$ cat src/hdl/rv64_config.svh
`ifndef RV64_CONFIG_SVH
`define RV64_CONFIG_SVH

// Data and address width
`define RV64_XLEN 64

// Architectural integer registers, x0 included
`define RV64_NUM_REGS 32

// First fetch address
`define RV64_RESET_PC 64'h0

`endif

$ cat src/hdl/gpr_file.sv
`timescale 1ns/10ps
`default_nettype none
`include "rv64_config.svh"

module gpr_file (
    input  wire                                 sys_clk,
    input  wire                                 rst_n,
    input  wire  [$clog2(`RV64_NUM_REGS)-1:0]   rs1_addr,
    input  wire  [$clog2(`RV64_NUM_REGS)-1:0]   rs2_addr,
    input  wire  [$clog2(`RV64_NUM_REGS)-1:0]   rd_addr,
    input  wire  [`RV64_XLEN-1:0]               wr_data,
    input  wire                                 reg_wen,
    output logic [`RV64_XLEN-1:0]               rs1_data,
    output logic [`RV64_XLEN-1:0]               rs2_data
);

    logic [`RV64_XLEN-1:0] regs [`RV64_NUM_REGS];

    // Entry 0 is cleared at reset and never written, so x0 stays zero
    always_ff @(posedge sys_clk or negedge rst_n) begin
        if (!rst_n) begin
            for (int i = 0; i < `RV64_NUM_REGS; i++) begin
                regs[i] <= '0;
            end
        end else if (reg_wen && rd_addr != '0) begin
            regs[rd_addr] <= wr_data;
        end
    end

    // Both read ports are asynchronous
    assign rs1_data = regs[rs1_addr];
    assign rs2_data = regs[rs2_addr];

endmodule

`default_nettype wire

$ cat config.mk
export PLATFORM = sky130hd
export DESIGN_NAME = gpr_file
export DESIGN_NICKNAME = d
export VERILOG_FILES = /design/src/hdl/gpr_file.sv
export VERILOG_INCLUDE_DIRS = /design/src /design/src/hdl
export SDC_FILE = /design/constraint.sdc
export NUM_CORES = 2
export LEC_CHECK = 0
export BUFFER_PORTS_ARGS = -buffer_cell sky130_fd_sc_hd__buf_2
export CAP_MARGIN = 20
export CORE_MARGIN = 1.5
export CORE_UTILIZATION = 40
export CTS_CLUSTER_SIZE = 28
export DETAILED_ROUTE_END_ITERATION = 10
export PLACE_DENSITY_LB_ADDON = 0.12
export RECOVER_POWER = 25
export SYNTH_ARGS = -nofsm -noshare
export SYNTH_HDL_FRONTEND = slang
export SYNTH_SLANG_ARGS = --single-unit
$ cat constraint.sdc
create_clock -name sys_clk -period 2.1 [get_ports sys_clk]
set_input_delay 0.105 -clock sys_clk [delete_from_list [all_inputs] [get_ports sys_clk]]
set_output_delay 0.105 -clock sys_clk [all_outputs]
set_load 0.005 [all_outputs]
==> metrics.md <==
| Metric | Value |
|---|---|
| Area Overhead vs Synth | 20.7% |
| Hpwl dp | 229,000 µm |
| Synth Area in XOR/XNOR | 0% |
| Yosys warnings | 0 |
| Nets | 7,106 |
| Maximum VDD drop | 0.000714 V |
| Root buffer cell | clkbuf_16 |
| Most flops, register | regs |
| Post-Synth Simple-Gate Area | 0.445% |
| #FFs+latches synth | 2,048 |
| Clock Pin Slew Worst Setup and Hold Paths | 60 ps |
| EDFF count, synth | 0 |
| Hold Crit Start | reg_wen |
| Synth cell types | 30 |
| Largest net degree at the start of global routing | 122 |
| Setup Viol. Count Final | 1,218 |
| Syn_area_per_cell | 16.5 µm² |
| 1st-iter DRT viols | 5,050 |
| Compound-cell area share of the yosys netlist | 1.12% |
| Reg-to-Reg End | regs[748] |
| DRT Pass-1 Iters | 5 |
| Crit Path Category | flip-flop to output port |
| Fmax | 0.346 GHz |
| Slew headroom | 17.7% |
| Die Span Y | 522 µm |
| PortBufs | 209 |
| GPL Wtd Cong | 0.815 |
| Reported net switching power | 0.0332 W |
| Unrepaired setup endpoints after global routing | true |
| Sw frac | 27.2% |
| Async SR Flop Fraction | 100% |
| Global-route wire length before repair | 529,000 µm |
| Synthesized cell area | 0.108 mm² |
| Cell Int Power | 0.0891 W |
| WP buf/inv | 1 |
| CP startpoint kind | flip-flop |
| Status | finished, violations left |
| FF+latch area | 0.0512 mm² |
| Floorplan row count | 190 |
| Top_reg_cell synth | dfrtp_1 |
| Worst R2R Path Depth | 3 |
| Initial antenna violation count | 18 |
| Post-Synth Adder-Cell Area | 0% |
| Ratio of total power to cell area | 940 mW/mm² |
| Core area | 0.268 mm² |
| CP arrival | 2780 ps |
| Drt via density | 6.15 |
| Most frequent cells in the layout | dfrtp_1 (2,048), mux2_2 (2,042), mux4_2 (1,145) |
| Critical Path, Cell by Cell | mux4_2 -> mux4_2 -> mux2_4 -> buf_6 |
| Crit path max-delay cell type | mux4_2 |
| Initial Utilization | 40.2% |
| Util after Layout | 48.5% |
| Worst reg2reg setup slack | 1090 ps |
| Share of cells above drive strength 1 | 66.7% |
| Clock sinks | 2,048 |
| Largest register FFs | 2,048 |
| Worst Tran Pin Value | 1230 ps |
| Final ANT Viol Nets | 0 |
| Hold WC Path Type | primary input to flip-flop |
| Final-report max-slew violation count | 0 |
| Period utilisation layout | 138% |
| Routed WL per cell | 33.6 µm |
| Die width | 522 µm |
| Skew final | 0 ps |
| Filler cells | 22,598 |
| Final instance count without filler cells | 10,780 |
| Net count after synthesis | 6,594 |
| Worst skew pair latency | 880 ps |
| Htree depth | 4 |
| Seq pwr share | 43.0% |
| WL final | 363,000 µm |
| Drc violations | 0 |
| Synth Instances | 6,512 |
| Violated checks | negative setup slack |
| Hold Vio Cnt, Final | 0 |
| Clock Path Buffers | 4 |
| Cell leakage power | 56.3 nW |
| Die area | 0.272 mm² |
| Vias | 66,266 |
| Fin Setup TNS | -252,070 ps |
| Largest family of logic cells by synthesized area | multiplexers |
| Post-synthesis sequential area ratio | 47.6% |
| Logic pwr share | 22.5% |
| I/O pin count | 210 |
| CTS tree | done |
| Total GRT Usage | 26.8% |
| Total CTS buffers | 235 |
| Crit. path cell count | 4 |
| Commonest non-fill, non-tap cell in the layout | dfrtp_1 |
| Reg2reg start | regs[748] |
| Worst EP required | 2000 ps |
| Number of global-route vias before repair | 70,561 |
| Area used by multi-input combinational logic | 0.0548 mm² |
| Crit-path leading delay family | multiplexers |
| Hold Path Sink | regs[1582] |
| Power share of the clock group | 34.4% |
| Hold depth | 5 |
| Most used cell, CP | mux4_2 |
| Post-synthesis mux area share | 47.8% |
| Min cycle time layout | 2890 ps |
| Total power | 0.122 W |
| Placed instance count | 10,158 |
| Post-route setup slack | -788 ps |
| Biggest regs | regs: 2048 flops |
| Grt ovf | 0 |
| CP peak stage delay | 510 ps |
| CP Capture Type | output port |
| Max_cap viols | 0 |
| Crit path max fanout | 2 |
## power groups by stage
stage / logic [W] / clock network [W] / registers (W)
2_1_floorplan: 0.0183 / 0 / 0.0509
3_3_place_gp: 0.0247 / 0 / 0.0528
3_5_place_dp: 0.0252 / 0 / 0.0531
4_1_cts: 0.0274 / 0.0431 / 0.0524
5_1_grt: 0.0294 / 0.0447 / 0.0535
6_report: 0.0275 / 0.0421 / 0.0526
## kinds of logic (layout without fill, tap and decap cells)
family / Yosys count / in the layout
compound gates: 156 / 156
buf+inv: 774 / 1480
flops: 2048 / 2048
mux: 3440 / 3440
other cells: 0 / 10
simple gates: 94 / 94
## metal layers
metal / part of all wire, % / up-vias / GRT usage [%]
met5: 0.017 / - / 0
met4: 2.9 / 10 / 7.31
met3: 4.9 / 542 / 3.56
met2: 49 / 1996 / 43.9
met1: 44 / 37107 / 37.5
li1: - / 26611 / -
## cell usage after synthesis, drive strengths merged, types with 2 or more instances
cell | number | share of area [%]
nand2 | 20 | 0.070
a21oi | 9 | 0.042
nand2b | 5 | 0.029
and2 | 3 | 0.017
a22o | 9 | 0.073
a211o | 9 | 0.073
nor2 | 27 | 0.094
nand3 | 6 | 0.028
mux2i | 144 | 1.3
buf | 286 | 1.4
mux4 | 1145 | 24
nor3 | 4 | 0.037
o31ai | 3 | 0.021
clkbuf | 487 | 1.7
dfrtp | 2048 | 48
nor2b | 20 | 0.12
a221oi | 34 | 0.28
a211oi | 3 | 0.021
o22a | 3 | 0.024
and3 | 6 | 0.035
a221o | 26 | 0.24
nand4 | 2 | 0.012
mux2 | 2151 | 22
o22ai | 60 | 0.35
## worst max-delay path by stage
| stage | to | slack [ps] | start |
|---|---|---|---|
| 2_1_floorplan | rs1_data[10] | 60 | rs1_addr[2] |
| 3_3_place_gp | rs1_data[18] | -390 | rs1_addr[0] |
| 3_5_place_dp | rs2_data[42] | -330 | rs2_addr[0] |
| 4_1_cts | rs1_data[12] | -860 | regs[524] |
| 5_1_grt | rs1_data[20] | -850 | regs[852] |
| 6_report | rs1_data[20] | -790 | regs[532] |
## worst register-to-register path: cells and delay by family, from the launching register on
kind	cells	cell delay, ps
flip-flops	1	400
buffers and inverters	2	250
multiplexers	1	250
## through the flow
stage / setup WS [ps] / hold WS [ps] / area [µm²]
after global routing: -849 / 79.9 / 130000
after floorplan: 55.4 / -191 / 108000
after CTS: -858 / 34.7 / 130000
after global placement: -392 / 25.5 / 119000
after detailed placement: -333 / 22.3 / 119000
final: -788 / 113 / 130000
## final cells by class
type	instances	area share, %
Multi-Input combinational cell	3690	42.1
Sequential cell	2048	39.4
Inverter	1	0.00481
Clock inverter	102	0.816
Timing Repair Buffer	1048	8.94
Tap cell	3552	3.42
Clock buffer	329	5.26
Antenna cell	10	0.0192
## repair_timing
action,CTS,global route
hold buffers,72,0
endpoints found under the hold margin,4006,0
endpoints found under the setup margin,128,128
setup buffers,79,45
gates resized for setup,318,59
pin swaps,51,26
No activity file was read; power rests on OpenSTA's default activity.
