File: src/hdl/rv64_config.svh
`ifndef RV64_CONFIG_SVH
`define RV64_CONFIG_SVH

// Data and address width
`define RV64_XLEN 64

// Architectural integer registers, x0 included
`define RV64_NUM_REGS 32

// First fetch address
`define RV64_RESET_PC 64'h0

`endif

File: src/hdl/rv64_pkg.sv
`default_nettype none

package rv64_pkg;

    // Major opcodes, inst[6:0]
    typedef enum logic [6:0] {
        OPC_LOAD      = 7'b0000011,
        OPC_STORE     = 7'b0100011,
        OPC_BRANCH    = 7'b1100011,
        OPC_JALR      = 7'b1100111,
        OPC_JAL       = 7'b1101111,
        OPC_OP_IMM    = 7'b0010011,
        OPC_OP        = 7'b0110011,
        OPC_OP_IMM_32 = 7'b0011011,
        OPC_OP_32     = 7'b0111011,
        OPC_LUI       = 7'b0110111,
        OPC_AUIPC     = 7'b0010111
    } opcode_e;

    typedef enum logic [3:0] {
        ALU_ADD,
        ALU_SUB,
        ALU_SLL,
        ALU_SLT,
        ALU_SLTU,
        ALU_XOR,
        ALU_SRL,
        ALU_SRA,
        ALU_OR,
        ALU_AND
    } alu_op_e;

    typedef enum logic [1:0] {
        OP1_RS1,
        OP1_PC,
        OP1_ZERO
    } op1_sel_e;

    typedef enum logic {
        OP2_RS2,
        OP2_IMM
    } op2_sel_e;

    // PC_JALR takes the ALU result with bit 0 cleared
    typedef enum logic [1:0] {
        PC_PLUS4,
        PC_TARGET,
        PC_JALR
    } pc_sel_e;

    typedef enum logic [1:0] {
        WB_ALU,
        WB_LOAD,
        WB_PC4
    } wb_sel_e;

endpackage

`default_nettype wire

File: src/hdl/pc_unit.sv
`timescale 1ns/10ps
`default_nettype none
`include "rv64_config.svh"

module pc_unit (
    input  wire                         sys_clk,
    input  wire                         rst_n,
    input  wire rv64_pkg::pc_sel_e      pc_sel,
    input  wire  [`RV64_XLEN-1:0]       alu_result,
    input  wire                         take_branch,
    output logic [`RV64_XLEN-1:0]       pc,
    output logic [`RV64_XLEN-1:0]       pc_plus4
);
    import rv64_pkg::*;

    logic [`RV64_XLEN-1:0] next_pc;

    assign pc_plus4 = pc + {{(`RV64_XLEN-3){1'b0}}, 3'b100};

    // Target only wins for a taken branch or JAL
    always_comb begin
        case (pc_sel)
            PC_TARGET: next_pc = take_branch ? alu_result : pc_plus4;
            PC_JALR:   next_pc = {alu_result[`RV64_XLEN-1:1], 1'b0};
            default:   next_pc = pc_plus4;
        endcase
    end

    always_ff @(posedge sys_clk or negedge rst_n) begin
        if (!rst_n) begin
            pc <= `RV64_RESET_PC;
        end else begin
            pc <= next_pc;
        end
    end

endmodule

`default_nettype wire

File: config.mk
export PLATFORM = sky130hd
export DESIGN_NAME = pc_unit
export DESIGN_NICKNAME = d
export VERILOG_FILES = /design/src/hdl/rv64_pkg.sv /design/src/hdl/pc_unit.sv
export VERILOG_INCLUDE_DIRS = /design/src /design/src/hdl
export SDC_FILE = /design/constraint.sdc
export NUM_CORES = 1
export LEC_CHECK = 0
export ABC_AREA = 1
export ABC_CLOCK_PERIOD_IN_PS = 1900
export BUFFER_PORTS_ARGS = -buffer_cell sky130_fd_sc_hd__buf_2
export CAP_MARGIN = 5
export CORE_AREA = 2 2 119 121
export CTS_BUF_LIST = sky130_fd_sc_hd__clkbuf_4 sky130_fd_sc_hd__clkbuf_8 sky130_fd_sc_hd__clkbuf_16
export DETAILED_ROUTE_END_ITERATION = 8
export DIE_AREA = 0 0 121 123
export PLACE_DENSITY = 0.64
export SYNTH_ARGS = -nofsm -noshare
export SYNTH_HDL_FRONTEND = slang
export SYNTH_SLANG_ARGS = --single-unit
File: constraint.sdc
create_clock -name sys_clk -period 1.9 [get_ports sys_clk]
set_input_delay 0.38 -clock sys_clk [delete_from_list [all_inputs] [get_ports sys_clk]]
set_output_delay 0.38 -clock sys_clk [all_outputs]
set_load 0.01 [all_outputs]
==> impl_metrics.env <==
export IMPL_outcome="finished with violations"
export IMPL_violations="setup timing"
export IMPL_fillers=1147
export IMPL_synthCells=745
export IMPL_die_area_mm2=0.01488
export IMPL_rrSetupSlack_ns=0.02
export IMPL_crit_fanout=4
export IMPL_row_count=43
export IMPL_clockBufferDepth=2
export IMPL_cts_tree="built"
export IMPL_clkTransAtPathRegs_ns=0.05
export IMPL_startpoint="pc[2]"
export IMPL_dr_total_vias=6044
export IMPL_routed_wl_um=20310
export IMPL_min_period_ns=2.336
export IMPL_max_cap_violations=0
export IMPL_r2r_cells=13
export IMPL_core_area_mm2=0.01361
export IMPL_routed_via_density=4.744
export IMPL_finalClockSkew_ns=0.01171
export IMPL_biggestRegsByFlops="pc (64)"
export IMPL_yosys_warnings=0
export IMPL_track_usage_pct=25.99
export IMPL_port_buffers=196
export IMPL_setup_ws_ns=-0.4360
export IMPL_syn_nets=817
export IMPL_post_route_period_util_pct=122.9
export IMPL_tightest_slew_ns=0.4411
export IMPL_cts_made_buffers=9
export IMPL_cts_root_buf="clkbuf_16"
export IMPL_startpoint_type="flip-flop"
export IMPL_area_growth_pct=88.86
export IMPL_start_util_pct=34.49
export IMPL_clock_sinks=64
export IMPL_synth_ff_latch_count=64
export IMPL_largest_reg_flops=64
export IMPL_detailed_place_hpwl_um=14890
export IMPL_final_area_mm2=0.008866
export IMPL_slew_viol_final=0
export IMPL_overflow=0
export IMPL_fmax_mhz=428.1
export IMPL_synth_seq_area_share_pct=34.12
export IMPL_post_drt_wl_per_cell_um=15.94
export IMPL_cts_max_level=3
export IMPL_drt_iter0_drc=359
export IMPL_slew_headroom_pct=70.55
export IMPL_rsz0062_at_grt="true"
export IMPL_synth_area_mm2=0.004695
export IMPL_powerDensity_mw_per_mm2=658.4
export IMPL_hold_viol=0
export IMPL_peakVddDrop_v=0.0004736
export IMPL_fin_cells=1274
export IMPL_io_pins=197
export IMPL_gp_congestion=0.9220
export IMPL_holdCritPathClass="in -> async"
export IMPL_ys_types=29
export IMPL_placed_area_mm2=0.006588
export IMPL_cp_data_arrival_time_ns=1.96
export IMPL_cp_endpoint="pc_plus4[38]"
export IMPL_grt_max_degree=65
export IMPL_drc=0
export IMPL_worst_ep_required_time_ns=1.52
export IMPL_fp_dieH_um=123
export IMPL_insertion_delay_ns=0.35
export IMPL_r2r_end="pc[44]"
export IMPL_leakagePower_nw=4.619
export IMPL_drive_gt1_share_pct=59.51
export IMPL_top_register="pc"
export IMPL_grt_pass1_wl_um=29140
export IMPL_drtPass1Iterations=5
export IMPL_regToRegStartpoint="pc[4]"
export IMPL_finalSetupViolations=60
export IMPL_grt_pass1_vias=5622
export IMPL_antenna_cells=0
export IMPL_worstSetupPathType="reg -> out"
export IMPL_antenna_found_initial=0
export IMPL_final_core_util_pct=65.13
export IMPL_die_x_um=121
export IMPL_nNetsFinal=1161
export IMPL_postRouteAntennaNets=0
export IMPL_dp_cells=1204
export IMPL_worstSetupEndpointType="output port"
export IMPL_avgSynthCellArea_um2=6.301
[layout by cell type, fill, tap and decap left out, types with 14 or more instances in the layout]
master / count
o21ai_0: 14
buf_4: 110
nand2_1: 240
inv_1: 57
nor2_4: 62
buf_2: 177
dfrtp_2: 18
nor2_1: 39
nor2_2: 31
nand2_4: 29
nand2_2: 87
buf_6: 57
dfrtp_1: 46
[worst max-delay path, cell delays in order, from the launching register on]
cell     delay (ns)
dfrtp_2        0.43
ha_4           0.17
nand2_4        0.05
nor2_4         0.13
nand2_4        0.12
nor2_8         0.13
nand2_4        0.06
nor2_4         0.11
nand2_1        0.07
nand2_1        0.07
and2_1         0.13
buf_2          0.12
[where the power goes]
part	total [W]	internal, W	switching [W]
clock network	0.00192	0.00129	0.000634
registers	0.00182	0.00155	0.000273
logic	0.00209	0.00102	0.00108
[Yosys cell counts]
master	number	area (um2)
nand2_1	347	1303
nor2_1	105	394.1
dfrtp_1	64	1602
inv_1	63	236.5
nand3_1	22	110.1
nor2_2	21	131.4
o21ai_0	18	90.09
nand4_1	13	81.33
xnor2_1	13	113.9
o21ai_1	10	50.05
xor2_1	10	87.58
clkbuf_1	8	30.03
nand2_2	8	50.05
nor2_4	6	67.56
and2_1	5	31.28
xnor2_2	5	81.33
a22o_1	3	26.28
buf_2	3	15.01
buf_4	3	22.52
ha_1	3	37.54
inv_2	3	11.26
nand2_4	3	33.78
nand3b_1	3	22.52
nand3_2	1	10.01
nor2_8	1	20.02
nor3b_1	1	7.510
o22ai_1	1	6.260
or2_2	1	6.260
xor2_2	1	16.27
[final cells by class]
| type | instances | area [um2] | share of cell area [%] |
|---|---|---|---|
| well taps | 180 | 225.2 | 2.540 |
| inverters | 66 | 260.3 | 2.935 |
| repair buffers | 347 | 2409 | 27.17 |
| clock buffers | 14 | 281.5 | 3.175 |
| multi-input cells | 601 | 4006 | 45.19 |
| flip-flops and latches | 64 | 1624 | 18.32 |
| clock inverters | 2 | 60.06 | 0.6774 |
[worst min path at each step]
stage,startpoint,cells past startpoint,to,slack [ns]
CTS,rst_n,2,pc[0],0.06
floorplan,rst_n,0,pc[0],0.08
finish,rst_n,2,pc[0],0.01
global placement,rst_n,2,pc[0],0.43
detailed placement,rst_n,2,pc[1],0.43
global route,rst_n,2,pc[0],0.08
[timing repair]
| action | in CTS | in global routing |
|---|---|---|
| pin swaps | 89 | 107 |
| setup endpoints to repair | 59 | 62 |
| setup buffers | 37 | 32 |
| resized for setup | 241 | 167 |
| hold buffers | 0 | 0 |
[routing by layer]
| layer | part of all wire [%] | track usage (%) | vias to the layer above |
|---|---|---|---|
| met2 | 48 | 42.21 | 221 |
| li1 | - | - | 2962 |
| met5 | 0 | 0 | - |
| met4 | 2.5 | 9.375 | 0 |
| met3 | 5.9 | 5.028 | 33 |
| met1 | 44 | 34.58 | 2828 |
[through the flow]
| stage | setup WS, ns | total power [W] | hold WS, ns | setup TNS (ns) |
|---|---|---|---|---|
| floorplan | 0.002168 | 0.002455 | 0.08441 | 0 |
| global placement | -0.1435 | 0.003357 | 0.4311 | -0.5499 |
| detailed placement | -0.08136 | 0.003362 | 0.4278 | -0.6386 |
| CTS | -0.3966 | 0.005599 | 0.06083 | -16.68 |
| global route | -0.5258 | 0.006097 | 0.08208 | -21.94 |
| finish | -0.4360 | 0.005837 | 0.01477 | -17.07 |
[cells by family (layout without fill, tap and decap cells)]
kind of cell    count (synthesis)  after routing  synth area share (%)
simple gates                  537            537                 48.32
buf+inv                        80            429                 6.716
flops                          64             64                 34.12
compound gates                 32             32                 3.678
xor+xnor                       29             29                 6.370
fa+ha+maj                       3              3                0.7997
(Power assumes the default switching activity.)
