$ cat config.mk
export PLATFORM = sky130hd
export DESIGN_NAME = decoder
export DESIGN_NICKNAME = d
export VERILOG_FILES = /design/src/hdl/rv64_pkg.sv /design/src/hdl/decoder.sv
export VERILOG_INCLUDE_DIRS = /design/src /design/src/hdl
export SDC_FILE = /design/constraint.sdc
export NUM_CORES = 1
export LEC_CHECK = 0
export BUFFER_PORTS_ARGS = -buffer_cell sky130_fd_sc_hd__buf_2
export CORE_AREA = 2 2 101 103
export DETAILED_ROUTE_END_ITERATION = 10
export DIE_AREA = 0 0 103 105
export PLACE_DENSITY_LB_ADDON = 0.12
export RECOVER_POWER = 50
export SLEW_MARGIN = 10
export SYNTH_ARGS = -nofsm -noshare
export SYNTH_HDL_FRONTEND = slang
export SYNTH_SLANG_ARGS = --single-unit
export TNS_END_PERCENT = 1
$ cat constraint.sdc
create_clock -name vclk -period 4.36
set_clock_uncertainty 0.05 [all_clocks]
set_input_delay 0.436 -clock vclk [all_inputs]
set_output_delay 0.436 -clock vclk [all_outputs]
set_load 0.05 [all_outputs]
$ cat src/hdl/rv64_config.svh
`ifndef RV64_CONFIG_SVH
`define RV64_CONFIG_SVH

// Data and address width
`define RV64_XLEN 64

// Architectural integer registers, x0 included
`define RV64_NUM_REGS 32

// First fetch address
`define RV64_RESET_PC 64'h0

`endif

$ cat src/hdl/rv64_pkg.sv
`default_nettype none

package rv64_pkg;

    // Major opcodes, inst[6:0]
    typedef enum logic [6:0] {
        OPC_LOAD      = 7'b0000011,
        OPC_STORE     = 7'b0100011,
        OPC_BRANCH    = 7'b1100011,
        OPC_JALR      = 7'b1100111,
        OPC_JAL       = 7'b1101111,
        OPC_OP_IMM    = 7'b0010011,
        OPC_OP        = 7'b0110011,
        OPC_OP_IMM_32 = 7'b0011011,
        OPC_OP_32     = 7'b0111011,
        OPC_LUI       = 7'b0110111,
        OPC_AUIPC     = 7'b0010111
    } opcode_e;

    typedef enum logic [3:0] {
        ALU_ADD,
        ALU_SUB,
        ALU_SLL,
        ALU_SLT,
        ALU_SLTU,
        ALU_XOR,
        ALU_SRL,
        ALU_SRA,
        ALU_OR,
        ALU_AND
    } alu_op_e;

    typedef enum logic [1:0] {
        OP1_RS1,
        OP1_PC,
        OP1_ZERO
    } op1_sel_e;

    typedef enum logic {
        OP2_RS2,
        OP2_IMM
    } op2_sel_e;

    // PC_JALR takes the ALU result with bit 0 cleared
    typedef enum logic [1:0] {
        PC_PLUS4,
        PC_TARGET,
        PC_JALR
    } pc_sel_e;

    typedef enum logic [1:0] {
        WB_ALU,
        WB_LOAD,
        WB_PC4
    } wb_sel_e;

endpackage

`default_nettype wire

$ cat src/hdl/decoder.sv
`timescale 1ns/10ps
`default_nettype none
`include "rv64_config.svh"

module decoder (
    input  wire                                 rst_n,
    input  wire  [31:0]                         inst,
    input  wire  [`RV64_XLEN-1:0]               rs1_data,
    input  wire  [`RV64_XLEN-1:0]               rs2_data,
    output logic [$clog2(`RV64_NUM_REGS)-1:0]   rs1_addr,
    output logic [$clog2(`RV64_NUM_REGS)-1:0]   rs2_addr,
    output logic [$clog2(`RV64_NUM_REGS)-1:0]   rd_addr,
    output logic [`RV64_XLEN-1:0]               imm,
    output rv64_pkg::alu_op_e                   alu_op,
    output logic                                alu_word,
    output rv64_pkg::op1_sel_e                  op1_sel,
    output rv64_pkg::op2_sel_e                  op2_sel,
    output rv64_pkg::pc_sel_e                   pc_sel,
    output logic                                take_branch,
    output logic                                reg_wen,
    output logic                                mem_rd_en,
    output logic                                mem_wen,
    output logic [2:0]                          mem_funct3,
    output rv64_pkg::wb_sel_e                   wb_sel
);
    import rv64_pkg::*;

    opcode_e               opcode;
    logic [2:0]            funct3;
    logic [6:0]            funct7;
    logic [`RV64_XLEN-1:0] imm_i;
    logic [`RV64_XLEN-1:0] imm_s;
    logic [`RV64_XLEN-1:0] imm_b;
    logic [`RV64_XLEN-1:0] imm_u;
    logic [`RV64_XLEN-1:0] imm_j;
    logic                  branch_cond;
    logic                  branch_ok;
    logic                  shift_imm_ok;
    logic                  alt_ok;
    logic                  op_ok;
    logic                  word_f3_ok;
    logic                  shift_alt;

    // funct3 to ALU operation, alt picks SUB or SRA
    function automatic alu_op_e f3_alu_op(input logic [2:0] f3, input logic alt);
        alu_op_e op;
        case (f3)
            3'b000:  op = alt ? ALU_SUB : ALU_ADD;
            3'b001:  op = ALU_SLL;
            3'b010:  op = ALU_SLT;
            3'b011:  op = ALU_SLTU;
            3'b100:  op = ALU_XOR;
            3'b101:  op = alt ? ALU_SRA : ALU_SRL;
            3'b110:  op = ALU_OR;
            default: op = ALU_AND;
        endcase
        return op;
    endfunction

    ////////////////////////////////////////
    // Fields and immediates
    ////////////////////////////////////////
    assign opcode     = opcode_e'(inst[6:0]);
    assign funct3     = inst[14:12];
    assign funct7     = inst[31:25];
    assign rs1_addr   = inst[19:15];
    assign rs2_addr   = inst[24:20];
    assign rd_addr    = inst[11:7];
    assign mem_funct3 = funct3;

    assign imm_i = {{(`RV64_XLEN-12){inst[31]}}, inst[31:20]};
    assign imm_s = {{(`RV64_XLEN-12){inst[31]}}, inst[31:25], inst[11:7]};
    assign imm_b = {{(`RV64_XLEN-13){inst[31]}}, inst[31], inst[7], inst[30:25],
                    inst[11:8], 1'b0};
    assign imm_u = {{(`RV64_XLEN-32){inst[31]}}, inst[31:12], 12'h000};
    assign imm_j = {{(`RV64_XLEN-21){inst[31]}}, inst[31], inst[19:12], inst[20],
                    inst[30:21], 1'b0};

    ////////////////////////////////////////
    // Branch compare and encoding checks
    ////////////////////////////////////////
    always_comb begin
        branch_ok = 1'b1;
        case (funct3)
            3'b000: branch_cond = rs1_data == rs2_data;
            3'b001: branch_cond = rs1_data != rs2_data;
            3'b100: branch_cond = $signed(rs1_data) < $signed(rs2_data);
            3'b101: branch_cond = $signed(rs1_data) >= $signed(rs2_data);
            3'b110: branch_cond = rs1_data < rs2_data;
            3'b111: branch_cond = rs1_data >= rs2_data;
            default: begin
                branch_cond = 1'b0;
                branch_ok   = 1'b0;
            end
        endcase
    end

    // 64-bit immediate shifts keep bit 25 for shamt[5]
    always_comb begin
        case (funct3)
            3'b001:  shift_imm_ok = inst[31:26] == 6'b000000;
            3'b101:  shift_imm_ok = inst[31:26] == 6'b000000 || inst[31:26] == 6'b010000;
            default: shift_imm_ok = 1'b1;
        endcase
    end

    assign alt_ok     = funct3 == 3'b000 || funct3 == 3'b101;
    assign op_ok      = funct7 == 7'b0000000 || (funct7 == 7'b0100000 && alt_ok);
    assign word_f3_ok = funct3 == 3'b000 || funct3 == 3'b001 || funct3 == 3'b101;
    assign shift_alt  = funct3 == 3'b101 && inst[30];

    ////////////////////////////////////////
    // Control set per opcode
    ////////////////////////////////////////
    always_comb begin
        imm         = imm_i;
        alu_op      = ALU_ADD;
        alu_word    = 1'b0;
        op1_sel     = OP1_RS1;
        op2_sel     = OP2_IMM;
        pc_sel      = PC_PLUS4;
        take_branch = 1'b0;
        reg_wen     = 1'b0;
        mem_rd_en   = 1'b0;
        mem_wen     = 1'b0;
        wb_sel      = WB_ALU;
        case (opcode)
            OPC_LUI: begin
                imm     = imm_u;
                op1_sel = OP1_ZERO;
                reg_wen = 1'b1;
            end
            OPC_AUIPC: begin
                imm     = imm_u;
                op1_sel = OP1_PC;
                reg_wen = 1'b1;
            end
            OPC_JAL: begin
                imm         = imm_j;
                op1_sel     = OP1_PC;
                pc_sel      = PC_TARGET;
                take_branch = 1'b1;
                wb_sel      = WB_PC4;
                reg_wen     = 1'b1;
            end
            OPC_JALR: begin
                if (funct3 == 3'b000) begin
                    pc_sel  = PC_JALR;
                    wb_sel  = WB_PC4;
                    reg_wen = 1'b1;
                end
            end
            OPC_BRANCH: begin
                if (branch_ok) begin
                    imm         = imm_b;
                    op1_sel     = OP1_PC;
                    pc_sel      = PC_TARGET;
                    take_branch = branch_cond;
                end
            end
            OPC_LOAD: begin
                if (funct3 != 3'b111) begin
                    mem_rd_en = 1'b1;
                    wb_sel    = WB_LOAD;
                    reg_wen   = 1'b1;
                end
            end
            OPC_STORE: begin
                if (!funct3[2]) begin
                    imm     = imm_s;
                    mem_wen = 1'b1;
                end
            end
            OPC_OP_IMM: begin
                if (shift_imm_ok) begin
                    alu_op  = f3_alu_op(funct3, shift_alt);
                    reg_wen = 1'b1;
                end
            end
            OPC_OP_IMM_32: begin
                if (word_f3_ok && (funct3 == 3'b000 || op_ok)) begin
                    alu_op   = f3_alu_op(funct3, shift_alt);
                    alu_word = 1'b1;
                    reg_wen  = 1'b1;
                end
            end
            OPC_OP: begin
                if (op_ok) begin
                    alu_op  = f3_alu_op(funct3, inst[30]);
                    op2_sel = OP2_RS2;
                    reg_wen = 1'b1;
                end
            end
            OPC_OP_32: begin
                if (word_f3_ok && op_ok) begin
                    alu_op   = f3_alu_op(funct3, inst[30]);
                    alu_word = 1'b1;
                    op2_sel  = OP2_RS2;
                    reg_wen  = 1'b1;
                end
            end
            default: begin
                // Unknown encoding retires as a no-op
                reg_wen = 1'b0;
            end
        endcase
        // No architectural writes while in reset
        if (!rst_n) begin
            reg_wen   = 1'b0;
            mem_rd_en = 1'b0;
            mem_wen   = 1'b0;
        end
    end

endmodule

`default_nettype wire

==> impl_results.md, run 1 <==
- Status: completed
- IO buf count: 259
- Die H: 105 µm
- Crit path DAT: 2.89 ns
- Synth Cell Area: 2840 µm²
- Setup Fix Bufs, Post-CTS: 0
- DP Area: 3890 µm²
- Final Max Slew Viols: 0
- DP HPWL: 8.25 mm
- Resize count post-CTS: 0
- Pwr per Cell Area: 118 nW/µm²
- CP max FO: 5
- Final WL: 9.17 mm
- Number of hold buffers added after CTS: 0
- Design area: 3820 µm²
- Worst slew pin tran: 1.16 ns
- Yosys warns: 0
- Most common cell after layout, fill and taps aside: buf_2
- Synthesized net count: 647
- Critical path startpoint category: input port
- Post-synthesis sequential area ratio: 0
- Ant. Diodes: 0
- Sequential cell area: 0 µm²
- Total negative setup slack: 0 ns
- Synth Area per Inst: 6.72 µm²
- Number of fillers in the final layout: 1154
- Fin util: 0.397
- Slew HR: 0.228
- Crit path kind: input port to primary output
- Hold Path Class: input port to primary output
- Antenna viol nets, final: 0
- RSZ-0062 raised after global routing: no
- Crit end category: primary output
- Initial DRC count: 57
- Via-per-instance ratio: 4.46
- Pre-CTS WS: 0.954 ns
- Die ar.: 10800 µm²
- Cell variety after synth: 51
- Number of global-route vias before repair: 3189
- Slowest cell on crit path: nor4_1
- Fmax: 296 MHz
- Final Wtd Congestion: 0.803
- Gr ovfl total: 0
- Commonest non-fill, non-tap cells in the layout: buf_2 (210), inv_1 (72), ha_1 (64)
- # IOs: 259
- Nets@finish: 851
- Multi-input combinational cell area: 2150 µm²
- WL per Instance: 12.1 µm
- DR vias: 3377
- DRC viols: 0
- Synth-to-Final Area Change: 34.8%
- Clock buffer count in the final layout: 0
- Drt first pass iters: 4
- Most used cell, CP: buf_2
- Seq Cell Count: 0
- First-pass GRT wire length: 14.1 mm
- Worst setup margin: 0.982 ns
- Die X: 103 µm
- Final hold viol count: 0
- Worst-path cell chain: buf_2 > inv_1 > ha_1 > nand4_1 > nor4_1 > nand2_1 > nor2_1 > a21o_2 > nor3_1 > o32a_1 > o2111ai_1 > buf_2
- Post-route insts no fill: 757
- Starting density of the core: 0.294
- Placed insts: 757
- Post-layout min period: 3.38 ns
- WP data required: 3.87 ns
- Synthesized netlist cell count: 422
- Max cap viols: 0
- Initial antenna violation count: 0
- Row Count: 36
- Total GRT Usage: 0.153
- Largest net degree at the start of global routing: 36
- Max VDD drop: 124 µV
- Final period utilization: 0.775
- Final setup vio count: 0
- Leak: 0.00234 µW
- Slowest cell delay on critical path: 0.44 ns
- Core area: 9640 µm²
- Layout cells sized above 1: 0.356
[critical path, delay by kind of cell]
family | cells | cell delay, ns
buf+inv | 3 | 0.41
fa+ha+maj | 1 | 0.35
simple gates | 5 | 1.03
compound gates | 3 | 0.64
[cell type report]
| cell class | count | share of cell area |
|---|---|---|
| inverters | 72 | 0.0707 |
| multi-input cells | 292 | 0.561 |
| well taps | 133 | 0.0435 |
| repair buffers | 260 | 0.325 |
[report_power, final]
group / switching [µW] / leakage, µW / internal [µW]
logic: 300 / 0.00234 / 150
registers: 0 / 0 / 0
clock network: 0 / 0 / 0
total: 300 / 0.00234 / 150
[Yosys cell counts (all sizes together) (3+ instances only)]
library cell,instances,share of area
a21o,20,0.053
nand4,13,0.029
buf,53,0.14
nor4,5,0.016
nand2,37,0.049
ha,64,0.28
and2,11,0.024
nor2b,4,0.0088
nand3,10,0.018
inv,72,0.095
nor3,9,0.016
clkbuf,5,0.0066
and3,3,0.0066
nor2,12,0.016
nand2b,5,0.011
or2,5,0.011
and4,3,0.0093
a21oi,36,0.065
o21ai,20,0.035
[path summary, 6_finish.rpt]
kind	slack, ns	startpoint	to	cells after the start
min	1.21	inst[9]	rd_addr[2]	2
max	0.98	rs2_data[63]	take_branch	12
[layer usage]
| layer | part of all wire | vias to the layer above | GRT usage |
|---|---|---|---|
| li1 | - | 1821 | - |
| met1 | 0.44 | 1422 | 0.198 |
| met2 | 0.48 | 132 | 0.284 |
| met3 | 0.076 | 2 | 0.0154 |
| met4 | 0.0015 | 0 | 0.00470 |
| met5 | 0 | - | 0 |
[per-stage QoR]
stage / hold slack (ns) / total power (µW)
finish: 1.21 / 450
CTS: 1.13 / 460
detailed placement: 1.13 / 457
global route: 1.22 / 497
global placement: 1.13 / 454
floorplan: 0.989 / 337
[cells by family after synthesis]
group / share of synthesized area
buf+inv: 0.243
simple gates: 0.238
compound gates: 0.227
fa+ha+maj: 0.282
xor+xnor: 0.00618
mux: 0.00353
(Power assumes the default switching activity.)
==> inputs of run 2 (changes only) <==
CORE_AREA = 2 2 100 102   (was 2 2 101 103)
DIE_AREA = 0 0 102 104   (was 0 0 103 105)
clock period = 3.1 ns   (was 4.36 ns; I/O delays follow)
==> run 2 against run 1 <==
  * Via count grew 3.2%
  * Critical path depth is the same
  * Die area decreased by 1.9%
  * Non-clock buffer count up 5
  * Global-route usage is 0.83 points higher
  * Sequential cell count unchanged
  * Worst setup slack lost 0.83 ns
  * First-iteration DRC count increased by 60%
  * Largest power group unchanged
==> impl_results.md, run 2 (same netlist as run 1, synthesis figures left out) <==
- Slew HR: 0.505
- DRC viols: 0
- Final Wtd Congestion: 0.810
- Final Max Slew Viols: 0
- Worst-path cell chain: buf_2 > inv_1 > ha_1 > nand4_1 > nor4_2 > nand4_1 > nor4_4 > and2b_2 > nand3_1 > o211ai_1 > o2111ai_2 > buf_6
- WP data required: 2.74 ns
- Gr ovfl total: 0
- Crit path kind: input port to primary output
- Synth-to-Final Area Change: 37.2%
- Starting density of the core: 0.297
- Number of fillers in the final layout: 1125
- Largest net degree at the start of global routing: 35
- Initial antenna violation count: 0
- CP bufs+invs: 3
- Die ar.: 10600 µm²
- CP max FO: 4
- Crit path DAT: 2.59 ns
- DP HPWL: 8.33 mm
- Critical path startpoint category: input port
- Hold slack: 0.956 ns
- DR vias: 3484
- Pre-CTS WS: 0.0113 ns
- Most common cell after layout, fill and taps aside: buf_2
- Pwr per Cell Area: 165 nW/µm²
- Post-layout min period: 2.95 ns
- Final hold viol count: 0
- Row Count: 36
- Number of hold buffers added after CTS: 0
- Sequential cell area: 0 µm²
- Max cap viols: 0
- Slowest cell on crit path: nor4_2
- IO buf count: 259
- Hold Path Class: input port to primary output
- Multi-input combinational cell area: 2170 µm²
- Clock buffer count in the final layout: 0
- # IOs: 259
- Nets@finish: 856
- Leak: 0.00237 µW
- Layout cells sized above 1: 0.369
- Commonest non-fill, non-tap cells in the layout: buf_2 (210), inv_1 (72), ha_1 (64)
- Ant. Diodes: 0
- Final period utilization: 0.951
- Number of global-route vias before repair: 3322
- Slowest cell delay on critical path: 0.41 ns
- Core area: 9550 µm²
- Max VDD drop: 155 µV
- WL per Instance: 12.2 µm
- Most used cell, CP: nand4_1
- Crit end category: primary output
- Final setup vio count: 0
- Status: completed
- Worst setup margin: 0.151 ns
- Via-per-instance ratio: 4.57
- Final WL: 9.28 mm
- Seq Cell Count: 0
- Drt first pass iters: 4
- Die X: 102 µm
- Total negative setup slack: 0 ns
- Worst slew pin tran: 0.739 ns
- Fmax: 339 MHz
- Hold Crit Depth: 2
- Antenna viol nets, final: 0
- Family with the most delay on the worst path: simple AND/OR/NAND/NOR gates
- Total GRT Usage: 0.162
- Critical Path Stages: 12
- Hold path start: inst[8]
- Initial DRC count: 91
- First-pass GRT wire length: 14.8 mm
- Hold EP: rd_addr[1]
- Die H: 104 µm
-- run 2: worst max path at each step --
stage                       from          end  slack (ns)
detailed placement  rs2_data[35]  take_branch        0.01
floorplan           rs2_data[14]  take_branch       -0.09
CTS                 rs2_data[35]  take_branch       0.001
global route        rs2_data[39]  take_branch       -0.02
finish              rs2_data[39]  take_branch        0.15
global placement    rs2_data[39]  take_branch        0.03
-- run 2: cell type report --
cell class	instances	share of cell area
inverters	72	0.0694
repair buffers	265	0.331
multi-input cells	292	0.557
well taps	133	0.0428
-- run 2: through the flow --
| step | utilization | cell area [µm²] | power [µW] | std cells |
|---|---|---|---|---|
| 5_1_grt | 0.408 | 3890 | 711 | 762 |
| 3_3_place_gp | 0.410 | 3920 | 643 | 761 |
| 2_1_floorplan | - | 2840 | 474 | 422 |
| 3_5_place_dp | 0.410 | 3920 | 650 | 761 |
| 6_report | 0.408 | 3890 | 642 | 762 |
| 4_1_cts | 0.410 | 3920 | 653 | 761 |
-- run 2: per-layer routing --
layer / up-vias / track usage / wire (µm)
met1: 1513 / 0.213 / 4130
li1: 1822 / - / -
met4: 0 / 0.0181 / 112
met2: 137 / 0.291 / 4390
met5: - / 0 / 0
met3: 12 / 0.0128 / 644
-- run 2: power by group --
group / switching (µW) / leakage, µW / total [µW] / internal (µW)
sequential: 0 / 0 / 0 / 0
clock: 0 / 0 / 0 / 0
combinational: 427 / 0.00237 / 642 / 215
-- run 2: timing repair --
item | 4_1_cts | 5_1_grt
setup endpoints to repair | 0 | 1
buffers inserted | 0 | 1
gates resized for setup | 0 | 7
