==> src/hdl/rv64_config.svh <==
`ifndef RV64_CONFIG_SVH
`define RV64_CONFIG_SVH

// Data and address width
`define RV64_XLEN 64

// Architectural integer registers, x0 included
`define RV64_NUM_REGS 32

// First fetch address
`define RV64_RESET_PC 64'h0

`endif

==> src/hdl/rv64_pkg.sv <==
`default_nettype none

package rv64_pkg;

    // Major opcodes, inst[6:0]
    typedef enum logic [6:0] {
        OPC_LOAD      = 7'b0000011,
        OPC_STORE     = 7'b0100011,
        OPC_BRANCH    = 7'b1100011,
        OPC_JALR      = 7'b1100111,
        OPC_JAL       = 7'b1101111,
        OPC_OP_IMM    = 7'b0010011,
        OPC_OP        = 7'b0110011,
        OPC_OP_IMM_32 = 7'b0011011,
        OPC_OP_32     = 7'b0111011,
        OPC_LUI       = 7'b0110111,
        OPC_AUIPC     = 7'b0010111
    } opcode_e;

    typedef enum logic [3:0] {
        ALU_ADD,
        ALU_SUB,
        ALU_SLL,
        ALU_SLT,
        ALU_SLTU,
        ALU_XOR,
        ALU_SRL,
        ALU_SRA,
        ALU_OR,
        ALU_AND
    } alu_op_e;

    typedef enum logic [1:0] {
        OP1_RS1,
        OP1_PC,
        OP1_ZERO
    } op1_sel_e;

    typedef enum logic {
        OP2_RS2,
        OP2_IMM
    } op2_sel_e;

    // PC_JALR takes the ALU result with bit 0 cleared
    typedef enum logic [1:0] {
        PC_PLUS4,
        PC_TARGET,
        PC_JALR
    } pc_sel_e;

    typedef enum logic [1:0] {
        WB_ALU,
        WB_LOAD,
        WB_PC4
    } wb_sel_e;

endpackage

`default_nettype wire

==> src/hdl/mem_writeback.sv <==
`timescale 1ns/10ps
`default_nettype none
`include "rv64_config.svh"

module mem_writeback (
    input  wire  [`RV64_XLEN-1:0]   alu_result,
    input  wire  [`RV64_XLEN-1:0]   rs2_data,
    input  wire  [`RV64_XLEN-1:0]   pc_plus4,
    input  wire  [`RV64_XLEN-1:0]   mem_rd_data,
    input  wire  [2:0]              mem_funct3,
    input  wire                     mem_wen,
    input  wire rv64_pkg::wb_sel_e  wb_sel,
    output logic [`RV64_XLEN-1:0]   mem_wr_data,
    output logic [7:0]              mem_wr_mask,
    output logic [`RV64_XLEN-1:0]   wr_data
);
    import rv64_pkg::*;

    logic [2:0]            byte_off;
    logic [7:0]            size_mask;
    logic [`RV64_XLEN-1:0] rd_shifted;
    logic [`RV64_XLEN-1:0] load_data;

    assign byte_off = alu_result[2:0];

    ////////////////////////////////////////
    // Store lanes
    ////////////////////////////////////////
    // Data is copied into every lane, the mask picks the live bytes
    always_comb begin
        case (mem_funct3[1:0])
            2'b00: begin
                mem_wr_data = {8{rs2_data[7:0]}};
                size_mask   = 8'b0000_0001;
            end
            2'b01: begin
                mem_wr_data = {4{rs2_data[15:0]}};
                size_mask   = 8'b0000_0011;
            end
            2'b10: begin
                mem_wr_data = {2{rs2_data[31:0]}};
                size_mask   = 8'b0000_1111;
            end
            default: begin
                mem_wr_data = rs2_data;
                size_mask   = 8'b1111_1111;
            end
        endcase
    end

    assign mem_wr_mask = mem_wen ? size_mask << byte_off : 8'h00;

    ////////////////////////////////////////
    // Load extract and writeback select
    ////////////////////////////////////////
    assign rd_shifted = mem_rd_data >> {byte_off, 3'b000};

    always_comb begin
        case (mem_funct3)
            3'b000:  load_data = {{(`RV64_XLEN-8){rd_shifted[7]}}, rd_shifted[7:0]};
            3'b001:  load_data = {{(`RV64_XLEN-16){rd_shifted[15]}}, rd_shifted[15:0]};
            3'b010:  load_data = {{(`RV64_XLEN-32){rd_shifted[31]}}, rd_shifted[31:0]};
            3'b100:  load_data = {{(`RV64_XLEN-8){1'b0}}, rd_shifted[7:0]};
            3'b101:  load_data = {{(`RV64_XLEN-16){1'b0}}, rd_shifted[15:0]};
            3'b110:  load_data = {{(`RV64_XLEN-32){1'b0}}, rd_shifted[31:0]};
            default: load_data = rd_shifted;
        endcase
    end

    always_comb begin
        case (wb_sel)
            WB_LOAD: wr_data = load_data;
            WB_PC4:  wr_data = pc_plus4;
            default: wr_data = alu_result;
        endcase
    end

endmodule

`default_nettype wire

==> config.mk <==
export PLATFORM = sky130hd
export DESIGN_NAME = mem_writeback
export DESIGN_NICKNAME = d
export VERILOG_FILES = /design/src/hdl/rv64_pkg.sv /design/src/hdl/mem_writeback.sv
export VERILOG_INCLUDE_DIRS = /design/src /design/src/hdl
export SDC_FILE = /design/constraint.sdc
export NUM_CORES = 1
export LEC_CHECK = 0
export BUFFER_PORTS_ARGS = -buffer_cell sky130_fd_sc_hd__buf_4
export CORE_AREA = 3 3 153 155
export DETAILED_ROUTE_END_ITERATION = 8
export DIE_AREA = 0 0 156 158
export SETUP_SLACK_MARGIN = 0.1
export SYNTH_ARGS = -nofsm -noshare
export SYNTH_HDL_FRONTEND = slang
export SYNTH_SLANG_ARGS = --single-unit
==> constraint.sdc <==
create_clock -name vclk -period 5
set_input_delay 0.75 -clock vclk [all_inputs]
set_output_delay 0.75 -clock vclk [all_outputs]
set_load 0.01 [all_outputs]
==> results of run 1 <==
-- worst max-delay path, cell delays in order --
cell and delay (ps):
buf_4 340, mux2i_1 500, a32o_1 350, nor4_4 90, nor2_4 570, buf_12 280
a31oi_1 170, buf_4 210
-- cell families (layout without fill, tap and decap cells) --
family	count (synthesis)	count (layout)	share of synthesized area (%)
compound gates	309	309	46.4
mux	115	115	30.6
fa+ha+maj	2	2	0.524
simple gates	119	119	11.8
buf+inv	105	436	10.6
-- layer usage --
layer	part of all wire, %	vias to the layer above
met3	9.6	62
met1	40	3333
li1	-	3231
met4	2.5	10
met2	48	456
met5	0.20	-
-- report_power, final --
group | switching (mW) | total [mW] | internal, mW
Sequential | 0 | 0 | 0
Clock | 0 | 0 | 0
Combinational | 0.511 | 1.00 | 0.489
Total | 0.511 | 1.00 | 0.489
-- final timing paths --
| check | endpoint | depth (start not counted) |
|---|---|---|
| setup / recovery | wr_data[61] | 8 |
| hold / removal | mem_wr_data[3] | 2 |
-- cell type report --
type / count / area (µm²) / area share, %
repair buffers: 417 / 3140 / 40.1
well taps: 280 / 350 / 4.47
inverters: 19 / 71.3 / 0.910
multi-input cells: 545 / 4270 / 54.5
-- stage by stage --
step,hold WS [ps],power [mW]
6_report,1730,1.00
5_1_grt,1740,1.06
4_1_cts,1730,0.995
3_5_place_dp,1730,0.992
3_3_place_gp,1720,0.988
2_1_floorplan,1590,0.501
-- cells in the mapped netlist (12+ instances only) --
library cell | n | area (µm²)
a21oi_1 | 115 | 576
mux2i_1 | 57 | 571
nand2_1 | 50 | 188
o21ai_0 | 45 | 225
clkbuf_1 | 40 | 150
mux2_2 | 37 | 417
a41oi_2 | 26 | 423
nor2_1 | 25 | 93.8
mux4_2 | 21 | 473
a22oi_1 | 19 | 143
inv_1 | 17 | 63.8
nor2b_1 | 15 | 93.8
o211ai_1 | 15 | 113
buf_1 | 14 | 52.6
buf_4 | 14 | 105
buf_2 | 12 | 60.1
==> qor.txt, run 1 <==
critical path data arrival time = 3290 ps
Slew Viols, Final = 0
relative slew slack = 31.6%
initial antenna violation count = 5
final worst-path cycle share = 80.7%
Worst Tran Pin Value = 1020 ps
Final setup violation count = 0
Avg Inst Size Synth = 7.34 µm²
wire per inst = 24.4 µm
mapped cell area = 4770 µm²
WP data required = 4250 ps
FFs & Latches = 0
busiest grt layer = met2
die width = 156 µm
Pwr Density = 128 nW/µm²
global routing usage on met2 = 38.7%
Sequential Area = 0 µm²
met3 global-route usage = 5.25%
Hold Crit Start = rs2_data[3]
ant diodes = 0
hold_buf cts = 0
DP Area = 7840 µm²
Synth-to-Final Area Change = 64.2%
GR met1 Demand/Resource = 28.9%
pre-CTS setup slack = 1010 ps
Initial DRC Count = 777
Tot GR Track Use = 22.4%
TritonRoute pass-1 iters = 6
most frequent cells in the layout = buf_4 (416), a21oi_1 (115), mux2i_1 (57)
Cells after Synth = 650
vias per cell = 5.62
warnings from Yosys = 0
DR vias = 7092
setup TNS = 0 ps
status = finished, final reports clean
worst setup margin = 965 ps
Setup Fix Bufs, Post-CTS = 0
IO buf count = 398
FP Rows = 54
Crit Path Class = in2out
part of the Yosys area used for sequential elements = 0%
# nets final = 1247
RSZ-0062 raised after global routing = false
clock buffers = 0
WL final = 30.7 mm
antenna-violating nets left = 0
Post-Place Cells = 1261
Setup crit start = alu_result[0]
Setup crit end kind = primary output
Max-Cap Viols = 0
hpwl dp = 25.2 mm
layout cells sized above 1 = 52.6%
die area = 24600 µm²
core area = 22000 µm²
Post-CTS Resized = 0
vias in the first global route = 6717
Filler Cell Count = 2362
grt ovf = 0
critical path startpoint category = input port
largest net degree at the start of global routing = 64
HP Class = in2out
FMAX = 248 MHz
first-pass GRT wire length = 42.6 mm
Leak = 3.53 nW
synth unique cells = 53
DRC = 0
Synthesized Nets = 914
non-filler instance count after layout = 1261
IO Count = 398
post-layout util = 35.7%
commonest non-fill, non-tap cell in the layout = buf_4
design area = 7840 µm²
final hold vios = 0
routability cong. = 0.911
critical path fanouts, max = 30
initial core utilization = 21.7%
Final Critical Period = 4040 ps
Worst IR Drop VDD = 0.0730 mV
Die Ht = 158 µm
Note: power is estimated with default switching activity, not from simulation.
==> inputs of run 2 (changes only) <==
--- a/config.mk
+++ b/config.mk
@@ -6,6 +6,7 @@
 export SDC_FILE = /design/constraint.sdc
 export NUM_CORES = 1
 export LEC_CHECK = 0
+export ABC_AREA = 1
 export BUFFER_PORTS_ARGS = -buffer_cell sky130_fd_sc_hd__buf_4
 export CORE_AREA = 3 3 153 155
 export DETAILED_ROUTE_END_ITERATION = 8
==> constraint.sdc (replaced) <==
create_clock -name vclk -period 3.6
set_input_delay 0.54 -clock vclk [all_inputs]
set_output_delay 0.54 -clock vclk [all_outputs]
set_load 0.01 [all_outputs]
==> qor.txt, run 2 <==
Worst IR Drop VDD = 0.0854 mV (+17%)
Worst Tran Pin Value = 709 ps (-314 ps)
clock buffers = 0 (unchanged)
FFs & Latches = 0 (unchanged)
WL final = 31.5 mm (+2.7%)
initial antenna violation count = 2 (-3)
Post-CTS Resized = 0 (unchanged)
FMAX = 331 MHz
met1 wire length = 11.4 mm (-6.4%)
IO buf count = 398 (unchanged)
Max-Cap Viols = 0 (unchanged)
Cells after Synth = 945 (+45%)
die width = 156 µm (unchanged)
Filler Cell Count = 2637 (+12%)
initial core utilization = 19.9% (-1.8 points)
HP Class = in2out
Setup crit end kind = primary output
die area = 24600 µm² (unchanged)
Die Ht = 158 µm (unchanged)
Sw Pwr = 0.683 mW (+34%)
Pwr Density = 169 nW/µm² (+33%)
area share of the largest cell type after synthesis = 27.0% (+15 points)
crit path to = wr_data[61]
post-synthesis simple-gate area fraction = 44.2% (+32 points)
mapped cell area = 4370 µm² (-8.4%)
most frequent cells in the layout = buf_4 (418), nand2_1 (314), a21oi_1 (154)
met2 WL = 16.3 mm (+11%)
final worst-path cycle share = 83.9%
first-pass GRT wire length = 44.7 mm (+5.1%)
warnings from Yosys = 0 (unchanged)
DRC = 0 (unchanged)
synth unique cells = 30 (-43%)
Post-synth top cells = nand2_1 (314), a21oi_1 (154), nor2_1 (88), o21ai_0 (84), nand3_1 (65)
Sequential Area = 0 µm² (unchanged)
Synth-to-Final Area Change = 69.3%
vias per cell = 5.04 (-10%)
Setup crit start = alu_result[1]
antenna-violating nets left = 0 (unchanged)
Clk network pwr share = 0% (unchanged)
RSZ-0062 raised after global routing = false
routability cong. = 0.954 (+4.8%)
Slew Viols, Final = 0 (unchanged)
Multi-input gate area = 3700 µm² (-13%)
internal power = 0.571 mW (+17%)
Top Layer Used = met4
status = finished, final reports clean
Avg Inst Size Synth = 4.63 µm² (-37%)
Synth area leaders = nand2_1 (27%), a21oi_1 (18%), o21ai_0 (9.6%)
WP data required = 3060 ps (-1190 ps)
Synth Area in Compound Gates = 39.9% (-6.6 points)
layout cells sized above 1 = 33.7% (-19 points)
top-count cell post-synth = nand2_1
Final Critical Period = 3020 ps
largest net degree at the start of global routing = 67 (+4.7%)
non-filler instance count after layout = 1556 (+23%)
vias in the first global route = 7575 (+13%)
Adder-Cell Fraction of Synth Area = 0.572% (+0.048 points)
design area = 7400 µm² (-5.6%)
Setup Fix Bufs, Post-CTS = 0 (unchanged)
mux cell area share after synthesis = 0% (-31 points)
Leak = 3.88 nW (+9.9%)
Sw Ratio = 54.5% (+3.4 points)
Final setup violation count = 0 (unchanged)
critical path startpoint category = input port
IO Count = 398 (unchanged)
FP Rows = 54 (unchanged)
part of the Yosys area used for sequential elements = 0% (unchanged)
largest area contributor in the netlist = nand2_1
relative slew slack = 52.6% (+21 points)
Routed met3 length = 3.06 mm (+4.3%)
core area = 22000 µm² (unchanged)
final hold vios = 0 (unchanged)
Post-Place Cells = 1554 (+23%)
Tot GR Track Use = 23.3% (+0.87 points)
main combinational cell family by area after synthesis = simple AND/OR/NAND/NOR gates
combinational share of power = 100.0% (about the same)
Initial DRC Count = 755 (-2.8%)
Crit Path Class = in2out
TritonRoute pass-1 iters = 7 (+1)
hold_buf cts = 0 (unchanged)
Synthesized Nets = 1209 (+32%)
Sequential Power Share = 0% (unchanged)
DR vias = 7835 (+10%)
Power, Total = 1.25 mW (+25%)
setup TNS = 0 ps (unchanged)
critical path data arrival time = 2480 ps (-810 ps)
hpwl dp = 26.6 mm (+5.2%)
DP Area = 7390 µm² (-5.7%)
# nets final = 1540 (+23%)
commonest non-fill, non-tap cell in the layout = buf_4
wire per inst = 20.3 µm (-17%)
critical path fanouts, max = 32 (+6.7%)
grt ovf = 0 (unchanged)
xor and xnor area share after synthesis = 0% (unchanged)
run 2: layer usage:
layer	global-route usage [%]	up-vias
li1	-	3812
met1	26.7	3570
met2	43.6	413
met3	5.39	40
met4	5.68	0
met5	0	-
run 2: cells by family after synthesis:
group,count (synthesis)
buf+inv,143
fa+ha+maj,2
simple gates,479
compound gates,321
run 2: area by class of cell:
cell class                 count  area share [%]
multi-input combinational    802            50.1
tap                          280            4.73
timing repair buffer         418            42.4
inverter                      54            2.74
antenna                        2          0.0676
run 2: critical path, stage by stage:
cell     delay, ps
buf_4          130
inv_2          110
nor2_8         170
nand2_1         90
nand3_1        150
nand3_4        210
nand2_2        530
o21ai_1        120
a21oi_1        240
buf_4          180
run 2: power groups by stage:
stage	registers [mW]	logic (mW)	clock network, mW
after detailed placement	0	1.25	0
after global routing	0	1.37	0.0000000745
after global placement	0	1.25	0
after CTS	0	1.26	0
final	0	1.25	0.0000000746
after floorplan	0	0.589	0
run 2: per-stage QoR:
| step | worst slack, ps | hold WS (ps) | util, % |
|---|---|---|---|
| 2_1_floorplan | 1210 | 1170 | - |
| 3_3_place_gp | 626 | 1280 | 33.7 |
| 3_5_place_dp | 593 | 1280 | 33.7 |
| 4_1_cts | 594 | 1280 | 33.7 |
| 5_1_grt | 388 | 1290 | 33.7 |
| 6_report | 580 | 1280 | 33.7 |
run 2: how the worst min path moves through the flow:
stage                start        endpoint  slack, ps  cells past startpoint
6_report       rs2_data[6]  mem_wr_data[6]       1280                      2
5_1_grt        rs2_data[6]  mem_wr_data[6]       1290                      2
3_5_place_dp   rs2_data[6]  mem_wr_data[6]       1280                      2
2_1_floorplan  rs2_data[0]  mem_wr_data[0]       1170                      1
3_3_place_gp   rs2_data[6]  mem_wr_data[6]       1280                      2
4_1_cts        rs2_data[6]  mem_wr_data[6]       1280                      2
==> inputs of run 3 (changes only) <==
--- a/config.mk
+++ b/config.mk
@@ -8,9 +8,9 @@
 export LEC_CHECK = 0
 export ABC_AREA = 1
 export BUFFER_PORTS_ARGS = -buffer_cell sky130_fd_sc_hd__buf_4
-export CORE_AREA = 3 3 153 155
+export CORE_AREA = 3 3 154 156
 export DETAILED_ROUTE_END_ITERATION = 8
-export DIE_AREA = 0 0 156 158
+export DIE_AREA = 0 0 157 159
 export SETUP_SLACK_MARGIN = 0.1
 export SYNTH_ARGS = -nofsm -noshare
 export SYNTH_HDL_FRONTEND = slang
==> constraint.sdc (replaced) <==
create_clock -name vclk -period 2.85
set_input_delay 0.4275 -clock vclk [all_inputs]
set_output_delay 0.4275 -clock vclk [all_outputs]
set_load 0.01 [all_outputs]
==> qor.txt, run 3 (same netlist as run 2, synthesis figures left out) <==
setup TNS = 0 ps (unchanged)
worst hold slack = 1060 ps (-224 ps)
Slew Viols, Final = 0 (unchanged)
DRC = 0 (unchanged)
relative slew slack = 57.6% (+4.9 points)
Synth-to-Final Area Change = 74.7%
IO buf count = 398 (unchanged)
clock buffers = 0 (unchanged)
initial core utilization = 19.4% (-0.48 points)
DR vias = 7868 (+0.42%)
initial antenna violation count = 4 (+2)
final worst-path cycle share = 92.2%
FP Rows = 55 (+1.9%)
Die Ht = 159 µm (+0.63%)
Filler Cell Count = 2626 (-0.42%)
status = finished, final reports clean
Pwr Density = 213 nW/µm² (+26%)
Worst IR Drop VDD = 0.0852 mV (-0.19%)
Leak = 3.99 nW (+2.6%)
hold_buf cts = 0 (unchanged)
Sequential Area = 0 µm² (unchanged)
vias per cell = 5.00 (-0.79%)
core area = 22500 µm² (+2.5%)
grt ovf = 0 (unchanged)
RSZ-0062 raised after global routing = false
Hold Path Stages = 2 (unchanged)
final hold vios = 0 (unchanged)
hpwl dp = 26.7 mm (+0.51%)
IO Count = 398 (unchanged)
routability cong. = 0.920 (-3.6%)
FFs & Latches = 0 (unchanged)
Max-Cap Viols = 0 (unchanged)
die width = 157 µm (+0.64%)
first-pass GRT wire length = 44.4 mm (-0.88%)
Tot GR Track Use = 22.8% (-0.51 points)
Final Critical Period = 2630 ps
Hold Path End = mem_wr_data[0]
Worst Tran Pin Value = 634 ps (-75.5 ps)
critical path startpoint category = input port
Setup crit start = wb_sel[1]
layout cells sized above 1 = 34.5% (+0.88 points)
TritonRoute pass-1 iters = 7 (unchanged)
Initial DRC Count = 575 (-24%)
wire per inst = 20.2 µm (-0.12%)
WP data required = 2420 ps (-640 ps)
commonest non-fill, non-tap cell in the layout = buf_4
WL final = 31.9 mm (+1.1%)
Setup crit end kind = primary output
critical path data arrival time = 2200 ps (-280 ps)
Hold Crit Start = rs2_data[0]
# nets final = 1554 (+0.91%)
Final setup violation count = 0 (unchanged)
largest net degree at the start of global routing = 70 (+4.5%)
vias in the first global route = 7749 (+2.3%)
Crit Path Class = in2out
antenna-violating nets left = 0 (unchanged)
Power, Total = 1.62 mW (+30%)
most frequent cells in the layout = buf_4 (421), nand2_1 (314), a21oi_1 (154)
HP Class = in2out
die area = 25000 µm² (+1.3%)
critical path fanouts, max = 15 (-53%)
FMAX = 381 MHz
==> run 3: power breakdown <==
part	internal [mW]	switching [mW]	leakage [nW]
Sequential	0	0	0
Combinational	0.756	0.868	3.99
Clock	0.0000000941	0	0.0000127
Total	0.756	0.868	3.99
==> run 3: per-stage QoR <==
stage | setup slack (ps) | utilization [%] | instances | cell area (µm²)
3_5_place_dp | 180 | 33.6 | 1570 | 7560
4_1_cts | 169 | 33.6 | 1570 | 7560
2_1_floorplan | 681 | - | 945 | 4370
3_3_place_gp | 81.5 | 33.6 | 1570 | 7560
6_report | 222 | 33.9 | 1575 | 7640
5_1_grt | 114 | 33.9 | 1575 | 7640
==> run 3: layer usage <==
layer,wire length (µm),up-vias,track usage (%)
met3,3260,36,6.44
met4,704,4,4.50
met5,21,-,0
met2,16300,393,43.5
met1,11600,3590,24.6
li1,-,3845,-
==> run 3: worst max path at each step <==
stage / endpoint
floorplan: wr_data[45]
global placement: wr_data[52]
detailed placement: wr_data[45]
CTS: wr_data[52]
global route: wr_data[45]
finish: wr_data[52]
==> run 3: repair_timing <==
| item | in CTS | in global routing |
|---|---|---|
| setup endpoints to repair | 0 | 27 |
| resized for setup | 0 | 9 |
| buffers inserted | 0 | 1 |
==> run 3: cell type report <==
type	count	area, µm²	area share (%)
Antenna cell	2	5.00	0.0655
Inverter	54	206	2.70
Multi-Input combinational cell	802	3710	48.6
Tap cell	285	357	4.67
Timing Repair Buffer	431	3350	43.9
Timing Repair inverter	1	7.51	0.0983
==> run 3: worst max-delay path: stages <==
cell and delay, ps:
buf_4 110, inv_1 40, ha_1 150, inv_1 150, nor2_4 210, clkinvlp_4 100, buf_4 190, o21ai_0 310
o21ai_0 180, a21oi_1 170, buf_4 140
